===== src/mem_macros.svh =====
// sizes only; MEM_QDEPTH also sets the issuer's initial credit count, keep MEM_WORDS a power of two
`ifndef MEM_MACROS_SVH
`define MEM_MACROS_SVH

// --------------------------------------------------
// request queue
// --------------------------------------------------
`define MEM_QDEPTH 4                // entries, equal to the starting credits

// --------------------------------------------------
// memory model
// --------------------------------------------------
`define MEM_WORDS 256               // 64-bit words, index wraps on higher address bits

// --------------------------------------------------
// addressing
// --------------------------------------------------
`define MEM_ADDR_W 40               // physical address bits

`endif


===== src/mem_pkg.sv =====
// shared types of the data-memory path; LR/SC is not encoded, command values follow the dcache
`include "mem_macros.svh"

package mem_pkg;

    // plain vectors with a meaning
    typedef logic [63:0]              bus64_t;
    typedef logic [`MEM_ADDR_W-1:0]   addr_t;
    typedef logic [4:0]               reg_t;       // destination register, used as tag
    typedef logic [4:0]               mem_cmd_t;   // dcache command
    typedef logic [2:0]               funct3_t;    // size in [1:0], unsigned in [2]

    typedef enum logic [1:0] {
        MEM_LOAD,
        MEM_STORE,
        MEM_AMO
    } mem_op_t;

    typedef enum logic [3:0] {
        AMO_SWAP,
        AMO_ADD,
        AMO_XOR,
        AMO_AND,
        AMO_OR,
        AMO_MIN,
        AMO_MAX,
        AMO_MINU,
        AMO_MAXU
    } amo_op_t;

    typedef enum logic {
        ISS_RESET,
        ISS_RUN
    } issuer_state_t;

    // cache command encodings
    localparam mem_cmd_t CMD_LOAD  = 5'b00000;
    localparam mem_cmd_t CMD_STORE = 5'b00001;
    localparam mem_cmd_t CMD_SWAP  = 5'b00100;
    localparam mem_cmd_t CMD_ADD   = 5'b01000;
    localparam mem_cmd_t CMD_XOR   = 5'b01001;
    localparam mem_cmd_t CMD_OR    = 5'b01010;
    localparam mem_cmd_t CMD_AND   = 5'b01011;
    localparam mem_cmd_t CMD_MIN   = 5'b01100;
    localparam mem_cmd_t CMD_MAX   = 5'b01101;
    localparam mem_cmd_t CMD_MINU  = 5'b01110;
    localparam mem_cmd_t CMD_MAXU  = 5'b01111;

endpackage


===== src/mem_req_issuer.sv =====
// issue stage; AMOs are always doubleword, misaligned ops trap and are dropped, no IO window or LR/SC
`timescale 1ns/1ps
`include "mem_macros.svh"

module mem_req_issuer (
    input  logic                  clk_i,
    input  logic                  rstn_i,

    // pipeline side
    input  logic                  valid_i,
    input  logic                  kill_i,
    input  mem_pkg::mem_op_t      mem_op_i,
    input  mem_pkg::amo_op_t      amo_op_i,
    input  mem_pkg::funct3_t      funct3_i,
    input  mem_pkg::reg_t         rd_i,
    input  mem_pkg::bus64_t       data_rs1_i,
    input  mem_pkg::bus64_t       data_rs2_i,
    input  mem_pkg::bus64_t       imm_i,

    // queue side
    input  logic                  credit_i,     // one pulse per queue pop
    output logic                  push_o,
    output mem_pkg::mem_cmd_t     cmd_o,
    output mem_pkg::addr_t        addr_o,
    output mem_pkg::bus64_t       data_o,
    output mem_pkg::funct3_t      funct3_o,
    output mem_pkg::reg_t         rd_o,

    output logic                  lock_o,
    output logic                  xcpt_ma_o
);

    import mem_pkg::*;

    localparam int CNT_W = $clog2(`MEM_QDEPTH + 1);

    issuer_state_t      state_q;
    logic [CNT_W-1:0]   credits_q;
    bus64_t             addr_sum;
    logic [1:0]         acc_size;
    logic               misaligned;
    logic               go;

    // --------------------------------------------------
    // state and lock
    // --------------------------------------------------
    always_ff @(posedge clk_i or negedge rstn_i) begin
        if (!rstn_i) begin
            state_q <= ISS_RESET;
        end else begin
            state_q <= ISS_RUN;         // one cycle out of reset
        end
    end

    assign lock_o = (state_q == ISS_RESET) || (credits_q == '0);

    // --------------------------------------------------
    // command decode
    // --------------------------------------------------
    always_comb begin
        case (mem_op_i)
            MEM_STORE: cmd_o = CMD_STORE;
            MEM_AMO: begin
                case (amo_op_i)
                    AMO_SWAP: cmd_o = CMD_SWAP;
                    AMO_ADD:  cmd_o = CMD_ADD;
                    AMO_XOR:  cmd_o = CMD_XOR;
                    AMO_AND:  cmd_o = CMD_AND;
                    AMO_OR:   cmd_o = CMD_OR;
                    AMO_MIN:  cmd_o = CMD_MIN;
                    AMO_MAX:  cmd_o = CMD_MAX;
                    AMO_MINU: cmd_o = CMD_MINU;
                    AMO_MAXU: cmd_o = CMD_MAXU;
                    default:  cmd_o = CMD_LOAD;
                endcase
            end
            default:   cmd_o = CMD_LOAD;
        endcase
    end

    // address and alignment
    assign addr_sum = data_rs1_i + imm_i;
    assign addr_o   = (mem_op_i == MEM_AMO) ? data_rs1_i[`MEM_ADDR_W-1:0]
                                            : addr_sum[`MEM_ADDR_W-1:0];

    assign acc_size = (mem_op_i == MEM_AMO) ? 2'd3 : funct3_i[1:0];

    always_comb begin
        case (acc_size)
            2'd0:    misaligned = 1'b0;
            2'd1:    misaligned = addr_o[0];
            2'd2:    misaligned = |addr_o[1:0];
            default: misaligned = |addr_o[2:0];
        endcase
    end

    // --------------------------------------------------
    // accept and push
    // --------------------------------------------------
    assign go        = valid_i && !kill_i && !lock_o;
    assign push_o    = go && !misaligned;
    assign xcpt_ma_o = go && misaligned;   // same cycle, nothing pushed

    assign funct3_o = (mem_op_i == MEM_AMO) ? funct3_t'(3'd3) : funct3_i;
    assign data_o   = data_rs2_i;
    assign rd_o     = rd_i;

    // credits track free queue entries
    always_ff @(posedge clk_i or negedge rstn_i) begin
        if (!rstn_i) begin
            credits_q <= CNT_W'(`MEM_QDEPTH);
        end else if (push_o && !credit_i) begin
            credits_q <= credits_q - 1'b1;
        end else if (credit_i && !push_o) begin
            credits_q <= credits_q + 1'b1;
        end
    end

    // queue must hand back exactly one credit per entry taken
    assert property (@(posedge clk_i) disable iff (!rstn_i)
        credits_q <= CNT_W'(`MEM_QDEPTH))
        else $error("issuer credit count above queue depth");

endmodule


===== config.mk =====
export PLATFORM = sky130hd
export DESIGN_NAME = mem_req_issuer
export DESIGN_NICKNAME = d
export VERILOG_FILES = /design/src/mem_pkg.sv /design/src/mem_req_issuer.sv
export VERILOG_INCLUDE_DIRS = /design/src
export SDC_FILE = /design/constraint.sdc
export NUM_CORES = 1
export LEC_CHECK = 0
export BUFFER_PORTS_ARGS = -buffer_cell sky130_fd_sc_hd__buf_4
export CAP_MARGIN = 20
export CORE_AREA = 4 4 125 127
export CTS_BUF_LIST = sky130_fd_sc_hd__clkbuf_8 sky130_fd_sc_hd__clkbuf_16
export DETAILED_ROUTE_END_ITERATION = 12
export DIE_AREA = 0 0 129 131
export HOLD_SLACK_MARGIN = 0.12
export SYNTH_ARGS = -nofsm -noshare
export SYNTH_HDL_FRONTEND = slang
export SYNTH_SLANG_ARGS = --single-unit

===== constraint.sdc =====
create_clock -name clk_i -period 4 [get_ports clk_i]
set_clock_uncertainty 0.2 [all_clocks]
set_input_delay 0.6 -clock clk_i [delete_from_list [all_inputs] [get_ports clk_i]]
set_output_delay 0.6 -clock clk_i [all_outputs]
set_load 0.05 [all_outputs]

# Word-level counts from Yosys, hierarchy flattened
# Memory sizes are Yosys's and may differ from the RTL's.
# Cells that the tools add are included.
# totals
memories,1
mem_bits_ro,64
ff_bits,4
in_bits,211
elab_cells,35
# memory_table
name,words,width,rd,rd_clocked_by_memory_dff,write_ports,line,text
(no name shown),16,4,1,0,0,mem_req_issuer.sv:64,case (amo_op_i)
# classes
eq_ne,4
mux,7
bitwise_logic,1
n_reduce_logical,17
add_sub_neg,3
# ops
cell,count
40-bit adder,1
40-bit two-way mux,1
5-bit case mux with 2 select lines,1
3-bit two-way mux,3
1-bit logical AND,6
1-bit zero test,5
"2-bit by 1-bit == test with 1-bit output, second input constant",2
"2-bit == test, second input constant",2
"3-bit by 1-bit adder with 3-bit output, second input constant",1
3-bit zero test,1
1-bit case mux with 3 select lines,1
3-bit OR reduction,1
"3-bit by 1-bit subtractor with 3-bit output, second input constant",1
2-bit zero test,1
2-bit two-way mux,1
2-bit nonzero test,1
2-bit OR reduction,1
1-bit logical OR,1
1-bit NOT,1

# Depth between registers and ports, before layout
# Gate-level depths: netlist of the first run.
# depth
ltp_word,10
depth_mapped,14
mapped_depth_nobuf,14

# Worst setup path before layout of the first run
# No wires, ideal clock.
# synth_path
path_type,input-to-reg
start,input data_rs1_i[0]
end,register credits_q[2]
setup_time_ns,0.075
t_required_ns,3.725
stages,12
path_buffers,0
arrival_ns,5.137
setup_slack_ns,-1.411
cell_sequence,ha_1 -> fa_1 -> xnor2_1 -> o21ai_0 -> o21ai_0 -> nor4bb_1 -> ha_1 -> inv_1 -> fa_1 -> xor2_1 -> nor2_1 -> xor2_1
# synth_between
elab_chain_cells,9
# synth_lines
item,line,text
"start, declared",mem_req_issuer.sv:16,"input mem_pkg::bus64_t data_rs1_i,"
40-bit adder (*),mem_req_issuer.sv:82,assign addr_sum = data_rs1_i + imm_i;
40-bit two-way mux (*),mem_req_issuer.sv:83,assign addr_o = (mem_op_i == MEM_AMO) ? data_rs1_i[`MEM_ADDR_W-1:0]
via addr_o[2],mem_req_issuer.sv:24,"output mem_pkg::addr_t addr_o,"
3-bit OR reduction (*),mem_req_issuer.sv:93,default: misaligned = |addr_o[2:0];
1-bit case mux with 3 select lines (*),mem_req_issuer.sv:89,case (acc_size)
1-bit zero test (*),mem_req_issuer.sv:101,assign push_o = go && !misaligned;
1-bit logical AND (*),mem_req_issuer.sv:101,
via push_o,mem_req_issuer.sv:22,"output logic push_o,"
1-bit zero test,mem_req_issuer.sv:114,end else if (credit_i && !push_o) begin
1-bit logical AND,mem_req_issuer.sv:114,
2-bit nonzero test (no line),n/a,
"end signal, assigned",mem_req_issuer.sv:111,credits_q <= CNT_W'(`MEM_QDEPTH);
"end signal, assigned",mem_req_issuer.sv:113,credits_q <= credits_q - 1'b1;
"end signal, assigned",mem_req_issuer.sv:115,credits_q <= credits_q + 1'b1;
"end, declared",mem_req_issuer.sv:38,logic [CNT_W-1:0] credits_q;
# The timed path passes the listed nets; every way through them passes the cells marked *.
# A chain may end at the register's enable or synchronous reset.

# Final worst setup path of the first run
# layout_path
start,input data_rs1_i[0]
end,output addr_o[30]
# layout_between
elab_chain_cells,2
# layout_lines
item,line
40-bit adder,mem_req_issuer.sv:82
40-bit two-way mux,mem_req_issuer.sv:83
"end, declared",mem_req_issuer.sv:24
# No other way between the ends.

==> impl_metrics.csv, run 1 <==
group,metric,value,unit
power,switching_share,53.64,%
routing,wl_met2,5795,µm
power,power.leakage,2.360,nW
routing,vias,4066,
timing,hold_viol,0,
status,outcome,"completed",
finish,n_antenna_cell,0,
yosys,synth-simple-area-share,20.34,%
finish,layout.cells.non_filler,832,
global_routing,overflow,0,
clocking,clkSinkCount,4,
power,p_int,0.0006545,W
setup_path,crit_slowest_cell,"fa_2",
timing,min_period_over_period,98.91,%
floorplanning,fp.dieW,129,µm
setup_path,r2r_start,"credits_q[2]",
global_routing,grt_pass1_vias,4057,
yosys,synth_fa_ha_area_share,16.25,%
min_path,hold_depth,1,
setup_path,required,3.20,ns
yosys,ys_warn_count,0,
global_routing,grt_pass1_wl,19150,µm
timing,finalCriticalPeriod,3.956,ns
place,placed_area,0.004833,mm²
setup_path,r2r_end,"credits_q[2]",
routing,drc,0,
setup_path,critical-path-max-stage-delay,0.35,ns
clocking,tritoncts,"built",
clocking,cts.path.max_buffers,2,
power,power_density,275.7,mW/mm²
yosys,synth_cell_types,71,
floorplanning,die_h,131,µm
routing,drt_pass1_iterations,4,
place,hpwl,10540,µm
yosys,synth_xor_xnor_area_share,8.091,%
clocking,cts.clk_slew.worst_paths,0.03,ns
routing,viasPerCell,4.887,
setup_path,crit_path_frequent_cell,"buf_6",
flow_run,max_cap_viol_count,0,
yosys,syn_inst,543,
setup_path,path_class,"input pin to output port",
floorplanning,io_pins,331,
place,portBuffers,143,
timing,worstMarginPinSlew,0.9256,ns
timing,clock.fmax,252.8,MHz
clocking,root_buffer,"clkbuf_16",
finish,drive_above_1_share,38.27,%
yosys,synthMuxAreaShare,1.717,%
timing,whs,0.3044,ns
routing,postRouteAntennaNets,0,
place,place_inst,826,
timing,rsz0062_at_grt,"yes",
power,ir_worst_vdd,0.1222,mV
finish,final_nets,908,
yosys,synth_edf_count,0,
power,p_switching,0.0007572,W
yosys,synth_area_per_cell,6.977,µm²
yosys,synth_ff_type,"dfrtp_1",
timing,slew_violations,0,
routing,wl_per_cell,14.79,µm
setup_path,cp-start-kind,"input pin",
min_path,hp-start,"credits_q[0]",
yosys,ys_seq_area_share,2.675,%
routing,top_layer_used,"met4",
place,gp_congestion,0.8812,
timing,finalSetupViolations,0,
yosys,synth-seq-cells,4,
yosys,synthArstFlopShare,100.0,%
setup_path,arrival,3.16,ns
clocking,cts_buffers,3,
yosys,synth-compound-area-share,30.05,%
floorplanning,start_util,26.27,%
power,clkPwrFrac,11.1,%
clocking,clk_latency,0.22,ns
finish,area_growth,35.14,%
min_path,min_path_type,"register to register",
routing,dr.first_iter.drc_count,218,
routing,dr_wl_met3,982,µm
setup_path,r2r_cells,8,
routing,wl_met1,5305,µm
floorplanning,core_area,0.01442,mm²
timing,slew_headroom,36.70,%
power,power_frac_seq,5.3,%
yosys,synth_nets,802,
timing,tns,0,ns
global_routing,antenna_found_initial,0,
setup_path,cp_max_fo,2,
floorplanning,rows,44,
clocking,htree_levels,1,
min_path,whs_endpoint,"credits_q[0]",
yosys,synth_area,0.003789,mm²
floorplanning,dieArea,0.01690,mm²
global_routing,grt_max_degree,40,
setup_path,path_cells,"buf_8 -> ha_4 -> fa_2 -> a21o_1 -> a221o_1 -> o211ai_4 -> buf_6 -> o22ai_4 -> buf_6 -> o21ai_0 -> o21a_1 -> xnor2_1 -> mux2_2 -> buf_6",
power,combinationalPowerShare,83.6,%
yosys,synth_top_family_by_area,"compound AO/OA/AOI/OAI gates",
global_routing,grt_use_total,13.65,%
finish,fin_area,0.005120,mm²
setup_path,r2r_setup_slack,1.52,ns
setup_path,end_kind,"output port",
routing,drt_wl_total,12300,µm
-- timing repair --
| item | 4_1_cts | 5_1_grt |
|---|---|---|
| setup buffers | 2 | 0 |
| hold buffers | 1 | 0 |
| gates resized for setup | 17 | 19 |
| endpoints found under the setup margin | 9 | 12 |
| endpoints found under the hold margin | 3 | 0 |
| pin swaps | 5 | 10 |
-- cells by family after synthesis --
family | after synthesis
AO/OA/AOI/OAI | 176
multiplexers | 6
flip-flops | 4
XOR/XNOR | 35
adder cells (fa/ha/maj) | 48
buffers and inverters | 113
other | 2
AND/OR/NAND/NOR | 159
-- worst max path at each step --
stage / from / endpoint / depth (start not counted)
finish: data_rs1_i[0] / addr_o[30] / 14
floorplan: data_rs1_i[0] / credits_q[2] / 14
global placement: data_rs1_i[0] / addr_o[34] / 13
global route: data_rs1_i[0] / addr_o[38] / 14
detailed placement: data_rs1_i[0] / addr_o[34] / 13
CTS: data_rs1_i[0] / addr_o[38] / 14
-- layer usage --
metal | vias to the layer above | track usage, %
met4 | 0 | 4.262
li1 | 2105 | -
met2 | 132 | 23.05
met5 | - | 0
met1 | 1803 | 17.32
met3 | 26 | 3.089
-- cell usage in the layout (no fill, tap or decap), drive strengths merged, types with 3 or more instances in the layout --
cell type / synthesis / routed
buf: 75 / 194
xnor2: 24 / 24
o21a: 10 / 10
o211ai: 5 / 5
o21bai: 8 / 8
dfrtp: 3 / 3
a21o: 18 / 18
nor2: 26 / 26
nand4: 16 / 16
nand2: 68 / 68
a211oi: 7 / 7
o21ai: 50 / 50
and2: 3 / 3
o22ai: 3 / 3
inv: 18 / 19
a21oi: 44 / 44
or2: 5 / 5
nor3b: 3 / 3
nor3: 11 / 11
and3: 4 / 4
nand3: 8 / 8
a2111oi: 5 / 5
clkbuf: 18 / 3
nor2b: 4 / 4
xor2: 11 / 11
a31oi: 5 / 5
a21boi: 3 / 3
mux2: 4 / 4
ha: 46 / 46
-- sequential cells by signal, summed over array words and instances (netlist names) --
register	flops
credits_q	3
state_q	1
-- power groups by stage --
stage | combinational, W | sequential, W | clock (W)
6_report | 0.00118 | 0.0000748 | 0.000157
5_1_grt | 0.00127 | 0.0000772 | 0.000166
4_1_cts | 0.00116 | 0.0000745 | 0.000161
3_5_place_dp | 0.00114 | 0.0000737 | 0
3_3_place_gp | 0.00114 | 0.0000731 | 0
2_1_floorplan | 0.000961 | 0.0000713 | 0
-- worst max-delay path, delay by kind of cell --
kind                     cells  cell delay [ns]
AO/OA/AOI/OAI                6             1.17
XOR/XNOR                     1             0.07
adder cells (fa/ha/maj)      2             0.50
buffers and inverters        4             0.53
multiplexers                 1             0.27
-- final cells by class --
cell class                 count  area (µm²)
timing repair buffer         195        1508
clock buffer                   3       75.07
multi-input combinational    426        3131
clock inverter                 1       3.754
inverter                      19       71.32
sequential                     4       101.3
tap                          184       230.2
fill                        1582        9304
-- through the flow --
step / util, % / total power [W] / setup slack, ns
after CTS: 34.66 / 0.001399 / -0.03213
after global routing: 35.50 / 0.001514 / -0.08289
after floorplan: - / 0.001033 / -1.113
after detailed placement: 33.51 / 0.001214 / -0.1608
after global placement: 33.51 / 0.001212 / -0.1404
final: 35.50 / 0.001412 / 0.04377
-- synthesized netlist by cell type, drive strengths merged (4+ instances only) --
library cell,instances,area share (%)
nand2,68,6.7
xnor2,24,5.5
buf,75,15
a21oi,44,5.8
nand3,8,1.1
o21bai,8,1.6
inv,18,1.8
nand4,16,2.6
and3,4,0.66
a211oi,7,1.7
o21a,10,2.0
mux2,4,1.2
a31oi,5,0.83
clkbuf,18,2.8
nor3,11,1.6
or2,5,0.83
nor2b,4,0.66
nor2,26,2.6
xor2,11,2.5
o21ai,50,6.6
o211ai,5,1.1
a2111oi,5,1.2
ha,46,15
a21o,18,3.7
No activity file was read; power rests on OpenSTA's default activity.
==> run 2: changes to the inputs <==
- SETUP_SLACK_MARGIN: not set -> 0.3
- clock period: 4 -> 4.1 ns (I/O delays scaled with it)
==> run 2 against run 1 <==
Clock-buffer cell count unchanged; worst hold slack got worse by 0.0043 ns; flip-flop and latch count stayed put; register-to-register slack better by 0.17 ns; non-clock buffer count rose by 6; routed wire length rose by 5.5%; final cell count rose by 0.72%; critical path depth is 1 higher; setup slack worse by 0.015 ns; global-route usage grew 0.81 points; sequential share of layout area decreased by 0.14 points; core utilization increased by 2.6 points; critical endpoint is now addr_o[36].
==> impl_metrics.csv, run 2 (synthesized netlist as in run 1, its figures left out) <==
group,metric,value,unit
status,outcome,"completed",
clocking,tritoncts,"built",
place,dp_slack,-0.1171,ns
global_routing,grt_util_met2,25.73,%
global_routing,top_usage_layer,"met2",
setup_path,crit_path_frequent_cell,"buf_4",
timing,min_period_over_period,99.30,%
routing,viasPerCell,5.004,
setup_path,cp_top_family,"compound AO/OA/AOI/OAI gates",
place,placed_area,0.004877,mm²
timing,hold_viol,0,
global_routing,grt_use_total,14.46,%
flow_run,max_cap_viol_count,0,
setup_path,r2r_setup_slack,1.69,ns
floorplanning,rows,44,
place,portBuffers,143,
global_routing,antenna_found_initial,0,
place,gp_congestion,0.8635,
routing,drt_pass1_iterations,4,
routing,wl_per_cell,15.49,µm
clocking,clkSinkCount,4,
floorplanning,io_pins,331,
finish,final_nets,914,
finish,largestRegisters,"credits_q x3, state_q x1",
clocking,root_buffer,"clkbuf_16",
min_path,min_path_type,"register to register",
timing,clock.fmax,245.6,MHz
clocking,clk_latency,0.23,ns
floorplanning,core_area,0.01442,mm²
clocking,cts_buffers,3,
routing,vias,4193,
setup_path,crit_start,"data_rs1_i[0]",
routing,drc,0,
floorplanning,die_h,131,µm
setup_path,r2r_start,"credits_q[2]",
clocking,cts.path.max_buffers,2,
finish,n_antenna_cell,0,
routing,dr.first_iter.drc_count,186,
power,power_density,267.6,mW/mm²
setup_path,endpoint,"addr_o[36]",
floorplanning,fp.dieW,129,µm
finish,area_growth,45.21,%
floorplanning,start_util,26.27,%
timing,slew_headroom,52.19,%
setup_path,crit_slowest_cell,"fa_2",
finish,final_util,38.14,%
timing,fin_ws,0.02869,ns
setup_path,cp-start-kind,"input pin",
setup_path,critical-path-max-stage-delay,0.34,ns
power,power.leakage,2.486,nW
power,ir_worst_vdd,0.1608,mV
place,hpwl,10640,µm
global_routing,grt_pass1_wl,20260,µm
finish,layout_common_cells,"buf_4 (170), nand2_1 (65), a21oi_1 (41)",
setup_path,end_kind,"output port",
setup_path,path_cells,"buf_6 -> ha_4 -> fa_2 -> a21o_1 -> a221o_1 -> o211ai_2 -> a2111oi_2 -> buf_4 -> o31ai_2 -> buf_4 -> a31oi_2 -> xnor2_1 -> buf_4 -> o21ai_4 -> buf_6",
setup_path,path_class,"input pin to output port",
clocking,cts.clk_slew.worst_paths,0.03,ns
routing,postRouteAntennaNets,0,
setup_path,cp.depth,15,
finish,largest_reg_flops,3,
place,place_inst,822,
finish,drive_above_1_share,42.97,%
setup_path,required,3.28,ns
timing,rsz0062_at_grt,"yes",
setup_path,cp_max_fo,2,
routing,drt_wl_total,12980,µm
finish,fin_area,0.005502,mm²
floorplanning,dieArea,0.01690,mm²
timing,finalSetupViolations,0,
global_routing,met3_usage,1.789,%
setup_path,r2r_end,"credits_q[2]",
timing,slew_violations,0,
finish,final_common_cell,"buf_4",
setup_path,r2r_cells,8,
global_routing,grt_max_degree,45,
finish,layout.cells.non_filler,838,
clocking,htree_levels,1,
finish,largest_register,"credits_q",
setup_path,arrival,3.26,ns
setup_path,cp_num_buf_inv,5,
timing,worstMarginPinSlew,0.6991,ns
global_routing,grt_pass1_vias,4221,
timing,finalCriticalPeriod,4.071,ns
min_path,hold_depth,1,
global_routing,overflow,0,
power,power.total,0.001472,W
global_routing,grt_use_met1,18.44,%
-- run 2: cell count changes in the layout (fill, tap and decap cells not counted), moves of 4 or more --
cell     previous run  this run
ha_1               41        37
o21ai_0            27        21
buf_4             184       170
buf_6               9        27
ha_4                1         8
o21ai_2             3         9
-- run 2: how the worst min path moves through the flow --
stage	startpoint	to	slack, ns
final	credits_q[0]	credits_q[0]	0.30
after global routing	credits_q[2]	credits_q[2]	0.32
after global placement	rstn_i	state_q	0.21
after CTS	credits_q[0]	credits_q[0]	0.30
after floorplan	rstn_i	credits_q[0]	0.12
after detailed placement	rstn_i	state_q	0.21
-- run 2: routing by layer --
metal	part of all wire, %	wire, µm
met1	43	5552
met2	49	6384
met3	6.3	817
met4	1.7	225
met5	0	0
-- run 2: worst reg2reg max path, stage by stage (launching register included) --
cell and delay [ns]:
dfstp_2 0.52, o31ai_1 0.10, nor4bb_1 0.39, ha_1 0.25, inv_1 0.07, fa_2 0.35, xor2_1 0.15, nor2_1 0.13
xor2_1 0.16
-- run 2: cell type report --
class | count | area, µm²
fill | 1545 | 8922
multi-input combinational | 426 | 3385
timing repair buffer | 201 | 1635
tap | 184 | 230.2
sequential | 4 | 101.3
clock buffer | 3 | 75.07
inverter | 19 | 71.32
clock inverter | 1 | 3.754
-- run 2: metrics by stage --
| stage | hold WS, ns | setup TNS (ns) |
|---|---|---|
| after detailed placement | 0.2139 | -0.3670 |
| final | 0.3001 | 0 |
| after global placement | 0.2119 | -0.5109 |
| after global routing | 0.3200 | -0.2907 |
| after floorplan | 0.1194 | -3.049 |
| after CTS | 0.2998 | -0.02951 |
-- run 2: where the power goes --
group | leakage (nW) | switching [W] | internal, W
logic | 2.40 | 0.000738 | 0.000506
clock network | 0.0423 | 0.0000298 | 0.000126
registers | 0.0460 | 0.0000128 | 0.0000597
-- run 2: repair_timing --
item                                    4_1_cts  5_1_grt
endpoints found under the hold margin         3        0
hold buffers                                  1        0
endpoints found under the setup margin       16       21
gates resized for setup                      59       29
pin swaps                                    25       18
setup buffers                                 8        3
