**src/mem_macros.svh**
```systemverilog
// sizes only; MEM_QDEPTH also sets the issuer's initial credit count, keep MEM_WORDS a power of two
`ifndef MEM_MACROS_SVH
`define MEM_MACROS_SVH

// --------------------------------------------------
// request queue
// --------------------------------------------------
`define MEM_QDEPTH 4                // entries, equal to the starting credits

// --------------------------------------------------
// memory model
// --------------------------------------------------
`define MEM_WORDS 256               // 64-bit words, index wraps on higher address bits

// --------------------------------------------------
// addressing
// --------------------------------------------------
`define MEM_ADDR_W 40               // physical address bits

`endif

```
**src/mem_pkg.sv**
```systemverilog
// shared types of the data-memory path; LR/SC is not encoded, command values follow the dcache
`include "mem_macros.svh"

package mem_pkg;

    // plain vectors with a meaning
    typedef logic [63:0]              bus64_t;
    typedef logic [`MEM_ADDR_W-1:0]   addr_t;
    typedef logic [4:0]               reg_t;       // destination register, used as tag
    typedef logic [4:0]               mem_cmd_t;   // dcache command
    typedef logic [2:0]               funct3_t;    // size in [1:0], unsigned in [2]

    typedef enum logic [1:0] {
        MEM_LOAD,
        MEM_STORE,
        MEM_AMO
    } mem_op_t;

    typedef enum logic [3:0] {
        AMO_SWAP,
        AMO_ADD,
        AMO_XOR,
        AMO_AND,
        AMO_OR,
        AMO_MIN,
        AMO_MAX,
        AMO_MINU,
        AMO_MAXU
    } amo_op_t;

    typedef enum logic {
        ISS_RESET,
        ISS_RUN
    } issuer_state_t;

    // cache command encodings
    localparam mem_cmd_t CMD_LOAD  = 5'b00000;
    localparam mem_cmd_t CMD_STORE = 5'b00001;
    localparam mem_cmd_t CMD_SWAP  = 5'b00100;
    localparam mem_cmd_t CMD_ADD   = 5'b01000;
    localparam mem_cmd_t CMD_XOR   = 5'b01001;
    localparam mem_cmd_t CMD_OR    = 5'b01010;
    localparam mem_cmd_t CMD_AND   = 5'b01011;
    localparam mem_cmd_t CMD_MIN   = 5'b01100;
    localparam mem_cmd_t CMD_MAX   = 5'b01101;
    localparam mem_cmd_t CMD_MINU  = 5'b01110;
    localparam mem_cmd_t CMD_MAXU  = 5'b01111;

endpackage

```
**src/mem_req_queue.sv**
```systemverilog
// request FIFO; relies on the issuer's credits to never overflow, credit_o lags each pop by one cycle
`timescale 1ns/1ps
`include "mem_macros.svh"

module mem_req_queue (
    input  logic                  clk_i,
    input  logic                  rstn_i,

    input  logic                  push_i,
    input  mem_pkg::mem_cmd_t     cmd_i,
    input  mem_pkg::addr_t        addr_i,
    input  mem_pkg::bus64_t       data_i,
    input  mem_pkg::funct3_t      funct3_i,
    input  mem_pkg::reg_t         rd_i,

    input  logic                  pop_i,
    output logic                  head_valid_o,
    output mem_pkg::mem_cmd_t     head_cmd_o,
    output mem_pkg::addr_t        head_addr_o,
    output mem_pkg::bus64_t       head_data_o,
    output mem_pkg::funct3_t      head_funct3_o,
    output mem_pkg::reg_t         head_rd_o,
    output logic                  credit_o
);

    import mem_pkg::*;

    localparam int PTR_W = $clog2(`MEM_QDEPTH);
    localparam int CNT_W = $clog2(`MEM_QDEPTH + 1);

    // payload storage
    mem_cmd_t   cmd_q    [`MEM_QDEPTH];
    addr_t      addr_q   [`MEM_QDEPTH];
    bus64_t     data_q   [`MEM_QDEPTH];
    funct3_t    funct3_q [`MEM_QDEPTH];
    reg_t       rd_q     [`MEM_QDEPTH];

    logic [PTR_W-1:0]   wr_ptr_q;
    logic [PTR_W-1:0]   rd_ptr_q;
    logic [CNT_W-1:0]   count_q;

    function automatic logic [PTR_W-1:0] ptr_next(input logic [PTR_W-1:0] p);
        return (p == PTR_W'(`MEM_QDEPTH - 1)) ? '0 : p + 1'b1;
    endfunction

    always_ff @(posedge clk_i) begin
        if (push_i) begin
            cmd_q[wr_ptr_q]    <= cmd_i;
            addr_q[wr_ptr_q]   <= addr_i;
            data_q[wr_ptr_q]   <= data_i;
            funct3_q[wr_ptr_q] <= funct3_i;
            rd_q[wr_ptr_q]     <= rd_i;
        end
    end

    // --------------------------------------------------
    // pointers, occupancy and credit return
    // --------------------------------------------------
    always_ff @(posedge clk_i or negedge rstn_i) begin
        if (!rstn_i) begin
            wr_ptr_q <= '0;
            rd_ptr_q <= '0;
            count_q  <= '0;
            credit_o <= 1'b0;
        end else begin
            credit_o <= pop_i;
            if (push_i) wr_ptr_q <= ptr_next(wr_ptr_q);
            if (pop_i)  rd_ptr_q <= ptr_next(rd_ptr_q);
            case ({push_i, pop_i})
                2'b10:   count_q <= count_q + 1'b1;
                2'b01:   count_q <= count_q - 1'b1;
                default: count_q <= count_q;  // both or neither
            endcase
        end
    end

    assign head_valid_o  = (count_q != '0);
    assign head_cmd_o    = cmd_q[rd_ptr_q];
    assign head_addr_o   = addr_q[rd_ptr_q];
    assign head_data_o   = data_q[rd_ptr_q];
    assign head_funct3_o = funct3_q[rd_ptr_q];
    assign head_rd_o     = rd_q[rd_ptr_q];

    // issuer credits guard against overflow
    assert property (@(posedge clk_i) disable iff (!rstn_i)
        push_i |-> count_q < CNT_W'(`MEM_QDEPTH))
        else $error("push into full request queue");

    // memory model may only pop a valid head
    assert property (@(posedge clk_i) disable iff (!rstn_i)
        pop_i |-> count_q != '0)
        else $error("pop from empty request queue");

endmodule

```
**config.mk**
```make
export PLATFORM = sky130hd
export DESIGN_NAME = mem_req_queue
export DESIGN_NICKNAME = d
export VERILOG_FILES = /design/src/mem_pkg.sv /design/src/mem_req_queue.sv
export VERILOG_INCLUDE_DIRS = /design/src
export SDC_FILE = /design/constraint.sdc
export NUM_CORES = 1
export LEC_CHECK = 0
export ABC_AREA = 1
export BUFFER_PORTS_ARGS = -buffer_cell sky130_fd_sc_hd__buf_4
export CORE_MARGIN = 2
export CORE_UTILIZATION = 30
export DETAILED_ROUTE_END_ITERATION = 8
export PLACE_DENSITY = 0.46
export SYNTH_ARGS = -nofsm -noshare
export SYNTH_HDL_FRONTEND = slang
export SYNTH_SLANG_ARGS = --single-unit
```
**constraint.sdc**
```tcl
create_clock -name clk_i -period 3.3 [get_ports clk_i]
set_clock_uncertainty 0.1 [all_clocks]
set_input_delay 0.33 -clock clk_i [delete_from_list [all_inputs] [get_ports clk_i]]
set_output_delay 0.33 -clock clk_i [all_outputs]
set_load 0.005 [all_outputs]
```
; After elaboration in Yosys (flattened, before gate mapping)
; Memories as Yosys holds them, arrays and structs flattened.
; Index checks and enable logic that the tools add are counted.
[totals]
word_cells = 24
memories = 5
ramBits = 468
out_inout_bits = 119
register_bits = 8
[op_classes]
add_sub_neg = 4
muxes = 5
n_reduce_logical = 2
eq_ne = 4
[memory_table]
columns = name, words, word_bits, rd, rd_ports_with_merged_regs, wr, line_no
row1 = data_q, 4, 64, 1, 0, 1, mem_req_queue.sv:34  ; bus64_t data_q [`MEM_QDEPTH];
row2 = addr_q, 4, 40, 1, 0, 1, mem_req_queue.sv:33  ; addr_t addr_q [`MEM_QDEPTH];
row3 = cmd_q, 4, 5, 1, 0, 1, mem_req_queue.sv:32  ; mem_cmd_t cmd_q [`MEM_QDEPTH];
row4 = rd_q, 4, 5, 1, 0, 1, mem_req_queue.sv:36  ; reg_t rd_q [`MEM_QDEPTH];
row5 = funct3_q, 4, 3, 1, 0, 1, mem_req_queue.sv:35  ; funct3_t funct3_q [`MEM_QDEPTH];
[op_table]
columns = cell, n
row1 = "2-bit == test, second input constant", 3
row2 = 3-bit case mux with 2 select lines, 1
row3 = "2-bit by 1-bit adder with 2-bit output, second input constant", 2
row4 = 2-bit two-way mux, 2
row5 = "3-bit by 1-bit adder with 3-bit output, second input constant", 1
row6 = 3-bit nonzero test, 1
row7 = "3-bit by 1-bit subtractor with 3-bit output, second input constant", 1
row8 = "2-bit by 1-bit == test with 1-bit output, second input constant", 1
row9 = 1-bit two-way mux, 2
row10 = 2-bit nonzero test, 1

; Longest topological paths before layout
; Gate-level depths: netlist of run 1.
[logic_depth]
ltp_word = 2
ltp_mapped = 10
ltp_nobuf = 9

; Least setup slack after synthesis of run 1
; Ideal clock, no wire load.
[synth_timing]
path_type = flip-flop to flip-flop
start = register wr_ptr_q[0]
end = memory addr_q[0][0] in the netlist's numbering, enable pin
stages_incl_launch_ff = 5
arrival_ps = 2952
slack_ps = -223
cell_sequence = dfrtp_1 inv_1 ha_1 nand2_1 inv_1
[synth_rtl]
columns = item, line_no
row1 = "start, declared", mem_req_queue.sv:38  ; logic [PTR_W-1:0] wr_ptr_q;
row2 = "start signal, assigned", mem_req_queue.sv:67  ; if (push_i) wr_ptr_q <= ptr_next(wr_ptr_q);
row3 = "end, declared", mem_req_queue.sv:33
; Straight into the memory's write port.

; Worst setup path in the final report of run 1
[layout_timing]
start = register rd_ptr_q[0]
end = output head_data_o[59]
[layout_between]
elab_chain_len = 1
[layout_lines]
columns = item, line_no
row1 = "start, declared", mem_req_queue.sv:39  ; logic [PTR_W-1:0] rd_ptr_q;
row2 = "start signal, assigned", mem_req_queue.sv:68  ; if (pop_i) rd_ptr_q <= ptr_next(rd_ptr_q);
row3 = memory read 4 x 64 bit, --
row4 = "end, declared", mem_req_queue.sv:20  ; output mem_pkg::bus64_t head_data_o,
; No other way between the ends.

==> impl_metrics.yaml, run 1 <==
status:
  status: "finished, final reports clean"
floorplan:
  start_util_pct: 30.3
  core-area_um2: 63100
  io_pins: 240
  dieArea_um2: 65800
  die_y_um: 257
  num_rows: 92
  die_x_um: 257
global_route:
  track_usage_pct: 13.0
  grt-ovfl-total: 0
  grt_pass1_vias: 11100
  grt_max_degree: 119
  grt_pass1_wl_mm: 66.3
  antenna_found_initial: 3
clock_network:
  root_buffer: "clkbuf_16"
  clock-sinks: 476
  cts_resized: 0
  worstSkewPairLatency_ps: 570
  cts_tree: "yes"
  numCtsBuffers: 52
  clockBufferDepth: 3
  htreeDepth: 2
  clkTransAtPathRegs_ps: 60
  post-cts-setup-buffers: 0
drt:
  avgViaCountPerCell: 4.32
  drt_iter0_drc: 623
  routedWlPerCell_um: 16.3
  first_pass_iters: 5
  vias: 11500
  drc_errors: 0
  postRouteAntennaNets: 0
  drt_wl_total_mm: 43.4
setup_path:
  critPathKind: "reg2out"
  crit_path_end_kind: "output port"
  cp_max_fo: 105
  cp.arrival_ps: 2490
  worstPathRequired_ps: 2870
  cp-start-kind: "flop"
final_layout:
  area_delta_synth_final_pct: 27.9
  final_nets: 1900
  layout_common_cells: "edfxtp_1, nand2_1, buf_4, inv_1, o211ai_1"
  final_common_cell: "edfxtp_1"
  multiInputGateArea_um2: 3280
  nFillCells: 6059
  utilization_pct: 38.8
  final-seq-area_um2: 14300
  drive_above_1_share_pct: 18.5
  antennaDiodeCount: 0
yosys:
  netlist_top_cells_area: "edfxtp_1, o211ai_1, nand2_1, inv_1, buf_6"
  syn_area_um2: 19100
  yosys.area.top_type: "edfxtp_1"
  synth_cells: 1418
  netlist.area_leader.share_pct: 73.4
  synthDistinctLibCells: 18
  syn_nets: 1546
  yosys_warnings: 0
  avgSynthCellArea_um2: 13.5
  ys_seq_area_share_pct: 74.5
  synth.ff_latch_count: 476
timing:
  finalHoldViolations: 0
  clock.fmax_mhz: 343
  tns_ps: 0
  drv_slew: 0
  rsz0062_at_grt: "false"
  setup_viol: 0
  tightest_slew_ps: 825
  fin_crit_sh_pct: 88.4
  fin_crit_ps: 2920
  fin_hold_ws_ps: 368
  max_slew_margin_pct: 45.0
power_and_ir_drop:
  peakVddDrop_mv: 0.502
  powerDensity_nw_per_um2: 811
  power.leakage_nw: 9.68
placed_design:
  dp_hpwl_mm: 23.7
  io_buffers: 239
  place_congestion: 0.719
job:
  drv_cap: 0
hold_path:
  hold_class: "in2reg"
final cells by class:
type,count,area share [%]
Clock buffer,60,5.52
Clock inverter,36,1.30
Inverter,249,3.94
Multi-Input combinational cell,616,13.4
Sequential cell,476,58.2
Tap cell,846,4.32
Timing Repair Buffer,377,13.3
cells by family (layout without fill, tap and decap cells):
kind of cell	after synthesis	after routing	synth area share (%)
xor gates and xnor gates	1	1	0.0458
DFF	476	476	74.5
adders and majority gates	7	7	0.497
buffers and inverters	326	722	8.41
AOI/OAI and AO/OA	239	239	9.31
and+or+nand+nor	369	369	7.26
registers in the layout, summed over array words and instances, names as in the netlist:
name / count
cmd_q: 20
data_q: 256
wr_ptr_q: 2
credit_o: 1
funct3_q: 12
addr_q: 160
rd_q: 20
rd_ptr_q: 2
count_q: 3
repair_timing:
action,CTS,global route
endpoints found under the hold margin,481,0
endpoints found under the setup margin,0,0
hold buffers,121,0
routing by layer:
metal / up-vias / global-route usage [%] / part of all wire [%]
met5: - / 0 / 0.088
met4: 6 / 3.46 / 1.7
met3: 62 / 3.26 / 5.4
met2: 227 / 22.3 / 49
met1: 5518 / 16.4 / 43
li1: 5677 / - / -
Yosys cell counts, drive strengths merged:
master  number
xnor2        1
ha           6
nand2      365
nand4        1
buf         63
o21ai        5
nor2         1
o211ai     234
nand3        2
inv        249
fa           1
edfxtp     468
clkbuf      14
dfrtp        8
power by group:
part | internal (mW) | switching [mW]
registers | 7.75 | 0.212
logic | 2.49 | 3.73
clock network | 3.38 | 2.30
total | 13.6 | 6.24
critical path, stage by stage, from the launching register on:
cell      delay (ps)
dfrtp_1          480
clkinv_8         360
buf_4            370
buf_4            230
o211ai_1         190
nand2_1           90
buf_4            140
final timing paths:
kind	from	endpoint	slack, ps	cells past startpoint
max	rd_ptr_q[0]	head_data_o[59]	380	6
min	pop_i	credit_o	370	2
max reg2reg	wr_ptr_q[1]	addr_q[1][8]	1020	6
min reg2reg	count_q[2]	count_q[2]	380	2
max in group asynchronous	rstn_i	rd_ptr_q[1]	2100	3
min in group asynchronous	rstn_i	count_q[2]	660	3
metrics by stage:
step | total power [mW] | setup slack, ps | cell area, um2 | cells
after floorplan | 11.7 | 364 | 19200 | 1418
after global placement | 14.4 | 1000 | 21600 | 2443
after detailed placement | 14.4 | 950 | 21600 | 2443
after CTS | 20.3 | 307 | 24500 | 2660
after global routing | 21.1 | 125 | 24500 | 2660
final | 19.9 | 384 | 24500 | 2660
No activity file was read; power rests on OpenSTA's default activity.
==> inputs of run 2 (changes only) <==
--- a/config.mk
+++ b/config.mk
@@ -8,10 +8,12 @@
 export LEC_CHECK = 0
 export ABC_AREA = 1
 export BUFFER_PORTS_ARGS = -buffer_cell sky130_fd_sc_hd__buf_4
+export CORE_ASPECT_RATIO = 0.8
 export CORE_MARGIN = 2
-export CORE_UTILIZATION = 30
+export CORE_UTILIZATION = 52
 export DETAILED_ROUTE_END_ITERATION = 8
-export PLACE_DENSITY = 0.46
+export HOLD_SLACK_MARGIN = 0.15
+export PLACE_DENSITY = 0.74
 export SYNTH_ARGS = -nofsm -noshare
 export SYNTH_HDL_FRONTEND = slang
 export SYNTH_SLANG_ARGS = --single-unit
==> run 2 against run 1 <==
  * Via count rose by 1.5%
  * Critical path depth decreased by 1
  * Die area down 42%
  * Global-route usage is 7.1 points higher
  * Worst hold slack improved by 16 ps
  * Sequential power about the same
  * Highest routed layer is now met4
  * Final cell count decreased by 14%
  * Fmax is 2.5% higher
  * Non-clock buffer count grew 4
==> impl_metrics.yaml, run 2 (same netlist as run 1, synthesis figures left out) <==
status:
  status: "finished, final reports clean"
setup_path:
  cp_common_cell: "buf_4"
  critPathKind: "reg2out"
  path_delay_family: "buffers and inverters"
  cp-start-kind: "flop"
  slowest_delay_ps: 490
  cp_max_fo: 142
  path_cells: "clkinv_8 > buf_4 > o211ai_1 > nand2_1 > buf_4"
  worst-path-buf-inv: 3
  crit_path_end_kind: "output port"
  crit_slowest_cell: "dfrtp_1"
  worstPathRequired_ps: 2870
  cp.arrival_ps: 2420
clock_network:
  cts_resized: 0
  numCtsBuffers: 45
  worstSkewPairLatency_ps: 540
  htreeDepth: 2
  cts_tree: "yes"
  post-cts-setup-buffers: 0
  clkTransAtPathRegs_ps: 70
  clock-sinks: 476
  root_buffer: "clkbuf_16"
  clockBufferDepth: 3
  hold_buffers: 121
drt:
  avgViaCountPerCell: 5.11
  drc_errors: 0
  drt_wl_total_mm: 38.6
  postRouteAntennaNets: 0
  drt_iter0_drc: 853
  first_pass_iters: 5
  vias: 11700
  routedWlPerCell_um: 16.9
final_layout:
  final_common_cell: "edfxtp_1"
  layout_common_cells: "edfxtp_1, nand2_1, buf_4, inv_1, o211ai_1"
  area_delta_synth_final_pct: 24.7
  largest_reg_flops: 256
  final_cell_area_um2: 23900
  top_register: "data_q"
  drive_above_1_share_pct: 18.2
  final_nets: 1897
  reg_top3: "data_q: 256 flops, addr_q: 160 flops"
  fin_cells: 2284
global_route:
  grt_max_degree: 143
  grt_pass1_wl_mm: 59.9
  grt-ovfl-total: 0
  antenna_found_initial: 3
  grt_pass1_vias: 11500
  track_usage_pct: 20.1
timing:
  tightest_slew_ps: 751
  fin_crit_ps: 2850
  tns_ps: 0
  max_slew_margin_pct: 49.9
  finalHoldViolations: 0
  drv_slew: 0
  fin_hold_ws_ps: 384
  fin_ws_ps: 455
  rsz0062_at_grt: "false"
  setup_viol: 0
  fin_crit_sh_pct: 86.2
  clock.fmax_mhz: 351
floorplan:
  dieArea_um2: 38400
  core-area_um2: 36100
  start_util_pct: 53.1
  die_y_um: 176
  num_rows: 62
  die_x_um: 218
  io_pins: 240
placed_design:
  io_buffers: 239
  place_congestion: 0.753
  dpl_worst_slack_ps: 994
  dp_hpwl_mm: 21.5
  placed_cells_incl_taps: 2081
  place_area_um2: 21200
hold_path:
  hold_class: "reg2reg"
job:
  drv_cap: 0
power_and_ir_drop:
  peakVddDrop_mv: 0.663
  powerDensity_nw_per_um2: 803
  power.leakage_nw: 9.57
[run 2: cell types whose count changed in the layout (fill, tap and decap cells not counted), sizes merged]
cell      previous run  this run
buf                256       260
diode                0         3
clkinv              29        13
clkbuf              60        55
clkinvlp             6         9
inv                244       245
[run 2: layout make-up]
cell class              count  area (um2)
flip-flops and latches    476       14300
fillers                  2486       12200
repair buffers            381        3330
multi-input cells         616        3280
clock buffers              55        1160
inverters                 249         965
well taps                 480         601
clock inverters            24         275
diodes                      3        7.51
[run 2: power by group]
part / switching, mW / leakage (nW) / internal, mW / total, mW
combinational: 3.61 / 4.50 / 2.53 / 6.15
sequential: 0.231 / 4.39 / 7.74 / 7.97
clock: 2.09 / 0.682 / 2.97 / 5.06
total: 5.93 / 9.57 / 13.2 / 19.2
[run 2: final timing paths]
path | slack [ps] | depth (start not counted) | end | from
worst max-delay path | 450 | 5 | head_data_o[44] | rd_ptr_q[0]
worst min-delay path | 380 | 2 | count_q[2] | count_q[2]
worst max register to register | 1270 | 5 | addr_q[1][19] | wr_ptr_q[1]
worst min register to register | 380 | 2 | count_q[2] | count_q[2]
max in group asynchronous | 2110 | 3 | rd_ptr_q[1] | rstn_i
min in group asynchronous | 680 | 3 | count_q[2] | rstn_i
[run 2: stage by stage]
step                      utilization (%)  power (mW)
after floorplan                         -        11.7
after global placement               58.8        14.0
after detailed placement             58.8        14.2
after CTS                            66.2        19.4
after global routing                 66.2        20.2
final                                66.2        19.2
[run 2: layer usage]
| metal | wire length [um] | global-route usage [%] |
|---|---|---|
| met1 | 15900 | 25.8 |
| met2 | 19500 | 35.1 |
| met3 | 2460 | 3.84 |
| met4 | 721 | 5.36 |
| met5 | 0 | 0 |
[run 2: worst register-to-register path, stage by stage (launching register included)]
cell and delay (ps):
dfrtp_1 380, inv_1 90, ha_1 190, nand2_1 110, clkinvlp_4 430, buf_12 380
==> inputs of run 3 (changes only) <==
--- a/config.mk
+++ b/config.mk
@@ -14,6 +14,7 @@
 export DETAILED_ROUTE_END_ITERATION = 8
 export HOLD_SLACK_MARGIN = 0.15
 export PLACE_DENSITY = 0.74
+export REMOVE_ABC_BUFFERS = 1
 export SYNTH_ARGS = -nofsm -noshare
 export SYNTH_HDL_FRONTEND = slang
 export SYNTH_SLANG_ARGS = --single-unit
==> run 3 against run 2 <==
  * Design area grew 0.59%
  * Sequential cell count is the same
  * Final cell count up 0.44%
  * Combinational power rose by 0.8%
  * Total power increased by 1.5%
  * Die area is the same
  * Register-to-register slack is essentially flat
  * Utilization up 0.39 points
  * Non-clock buffer count up 4
  * Sequential power barely moved
  * Global-route usage up 0.90 points
==> impl_metrics.yaml, run 3 (same netlist as run 1, synthesis figures left out) <==
clock_network:
  cts_tree: "yes"
  clockBufferDepth: 3
  clock-sinks: 476
  root_buffer: "clkbuf_16"
  numCtsBuffers: 46
  worstSkewPairLatency_ps: 540
  clkTransAtPathRegs_ps: 60
  htreeDepth: 2
global_route:
  antenna_found_initial: 2
  grt-ovfl-total: 0
  grt_max_degree: 144
  grt_pass1_wl_mm: 62.7
  grt_pass1_vias: 11700
  track_usage_pct: 21.0
power_and_ir_drop:
  p_seq_share_pct: 40.9
  netSwitchingFraction_pct: 30.8
  combPwrFrac_pct: 31.9
  p_switching_mw: 5.99
  peakVddDrop_mv: 0.584
  clkPwrFrac_pct: 27.2
  powerDensity_nw_per_um2: 810
  total_power_mw: 19.5
  power.leakage_nw: 9.71
  internal_power_mw: 13.5
setup_path:
  worstPathRequired_ps: 2870
  r2r_setup_slack_ps: 1270
  critPathKind: "reg2out"
  crit_slowest_cell: "dfrtp_1"
  slowest_delay_ps: 490
  cp_max_fo: 143
  cp-start-kind: "flop"
  path_cells: "clkinv_8 > buf_12 > o211ai_1 > nand2_1 > buf_4"
  crit_path_end_kind: "output port"
  cp.arrival_ps: 2520
final_layout:
  fin_cells: 2294
  largest_reg_flops: 256
  final_common_cell: "edfxtp_1"
  reg_top3: "data_q: 256 flops, addr_q: 160 flops"
  final_nets: 1902
  top_register: "data_q"
  layout_common_cells: "edfxtp_1, nand2_1, buf_4, inv_1, o211ai_1"
  nFillCells: 2468
  area_delta_synth_final_pct: 25.5
  drive_above_1_share_pct: 18.6
drt:
  routedWlPerCell_um: 17.4
  drt_iter0_drc: 834
  vias: 11700
  avgViaCountPerCell: 5.11
  postRouteAntennaNets: 0
  first_pass_iters: 5
  drc_errors: 0
  drt_wl_total_mm: 40.0
floorplan:
  core-area_um2: 36100
  die_y_um: 176
  io_pins: 240
  start_util_pct: 53.1
  dieArea_um2: 38400
  num_rows: 62
  die_x_um: 218
timing:
  tns_ps: 0
  setup_viol: 0
  max_slew_margin_pct: 55.8
  clock.fmax_mhz: 338
  fin_crit_ps: 2950
  tightest_slew_ps: 664
  finalHoldViolations: 0
  rsz0062_at_grt: "false"
  fin_crit_sh_pct: 89.5
  drv_slew: 0
placed_design:
  placed_cells_incl_taps: 2085
  dp_hpwl_mm: 22.8
  io_buffers: 239
  place_congestion: 0.755
status:
  status: "finished, final reports clean"
job:
  drv_cap: 0
hold_path:
  hold_class: "reg2reg"
[run 3: final cells by class]
class                   instances  area (um2)  area share, %
inverters                     249         960           4.00
flip-flops and latches        476       14300           59.4
clock inverters                23         236          0.985
multi-input cells             616        3280           13.6
clock buffers                  63        1310           5.45
repair buffers                385        3370           14.0
well taps                     480         601           2.50
diodes                          2        5.00         0.0208
[run 3: timing repair]
| item | CTS | global route |
|---|---|---|
| endpoints found under the hold margin | 483 | 0 |
| hold buffers | 121 | 0 |
| setup endpoints to repair | 0 | 0 |
| resized for setup | 0 | 0 |
| buffers inserted | 0 | 0 |
[run 3: worst paths after layout]
| path | start | end | cells past startpoint |
|---|---|---|---|
| worst max-delay path | rd_ptr_q[0] | head_addr_o[19] | 5 |
| worst min-delay path | count_q[2] | count_q[2] | 2 |
| worst max register to register | wr_ptr_q[0] | data_q[2][12] | 5 |
| worst min register to register | count_q[2] | count_q[2] | 2 |
| max in group asynchronous | rstn_i | rd_ptr_q[1] | 3 |
| min in group asynchronous | rstn_i | rd_ptr_q[1] | 3 |
[run 3: power by group through the flow]
stage               clock [mW]  sequential [mW]  combinational [mW]
floorplan                    0             8.26                2.94
global placement             0             8.05                6.00
detailed placement           0             8.09                6.12
CTS                       5.39             7.97                6.28
global route              5.62             8.04                6.88
finish                    5.29             7.97                6.20
[run 3: stage by stage]
| stage | utilization [%] | worst slack [ps] | instance area [um2] | hold slack [ps] |
|---|---|---|---|---|
| after floorplan | - | -474 | 18500 | -65.6 |
| after global placement | 58.9 | 1000 | 21300 | 54.6 |
| after detailed placement | 58.9 | 954 | 21300 | 57.1 |
| after CTS | 66.6 | 359 | 24000 | 355 |
| after global routing | 66.6 | 213 | 24000 | 377 |
| final | 66.6 | 345 | 24000 | 369 |
[run 3: routing by layer]
metal / track usage, % / routed length [um] / vias to the layer above
li1: - / - / 5681
met1: 27.4 / 16700 / 5605
met2: 36.6 / 20000 / 367
met3: 3.93 / 2560 / 61
met4: 4.99 / 694 / 0
met5: 0 / 0 / -
[run 3: worst max-delay path, delay by kind of cell (launching register included)]
family / cells / cell delay, ps
DFF: 1 / 490
AOI/OAI and AO/OA: 1 / 300
and+or+nand+nor: 1 / 100
buffers and inverters: 3 / 1000
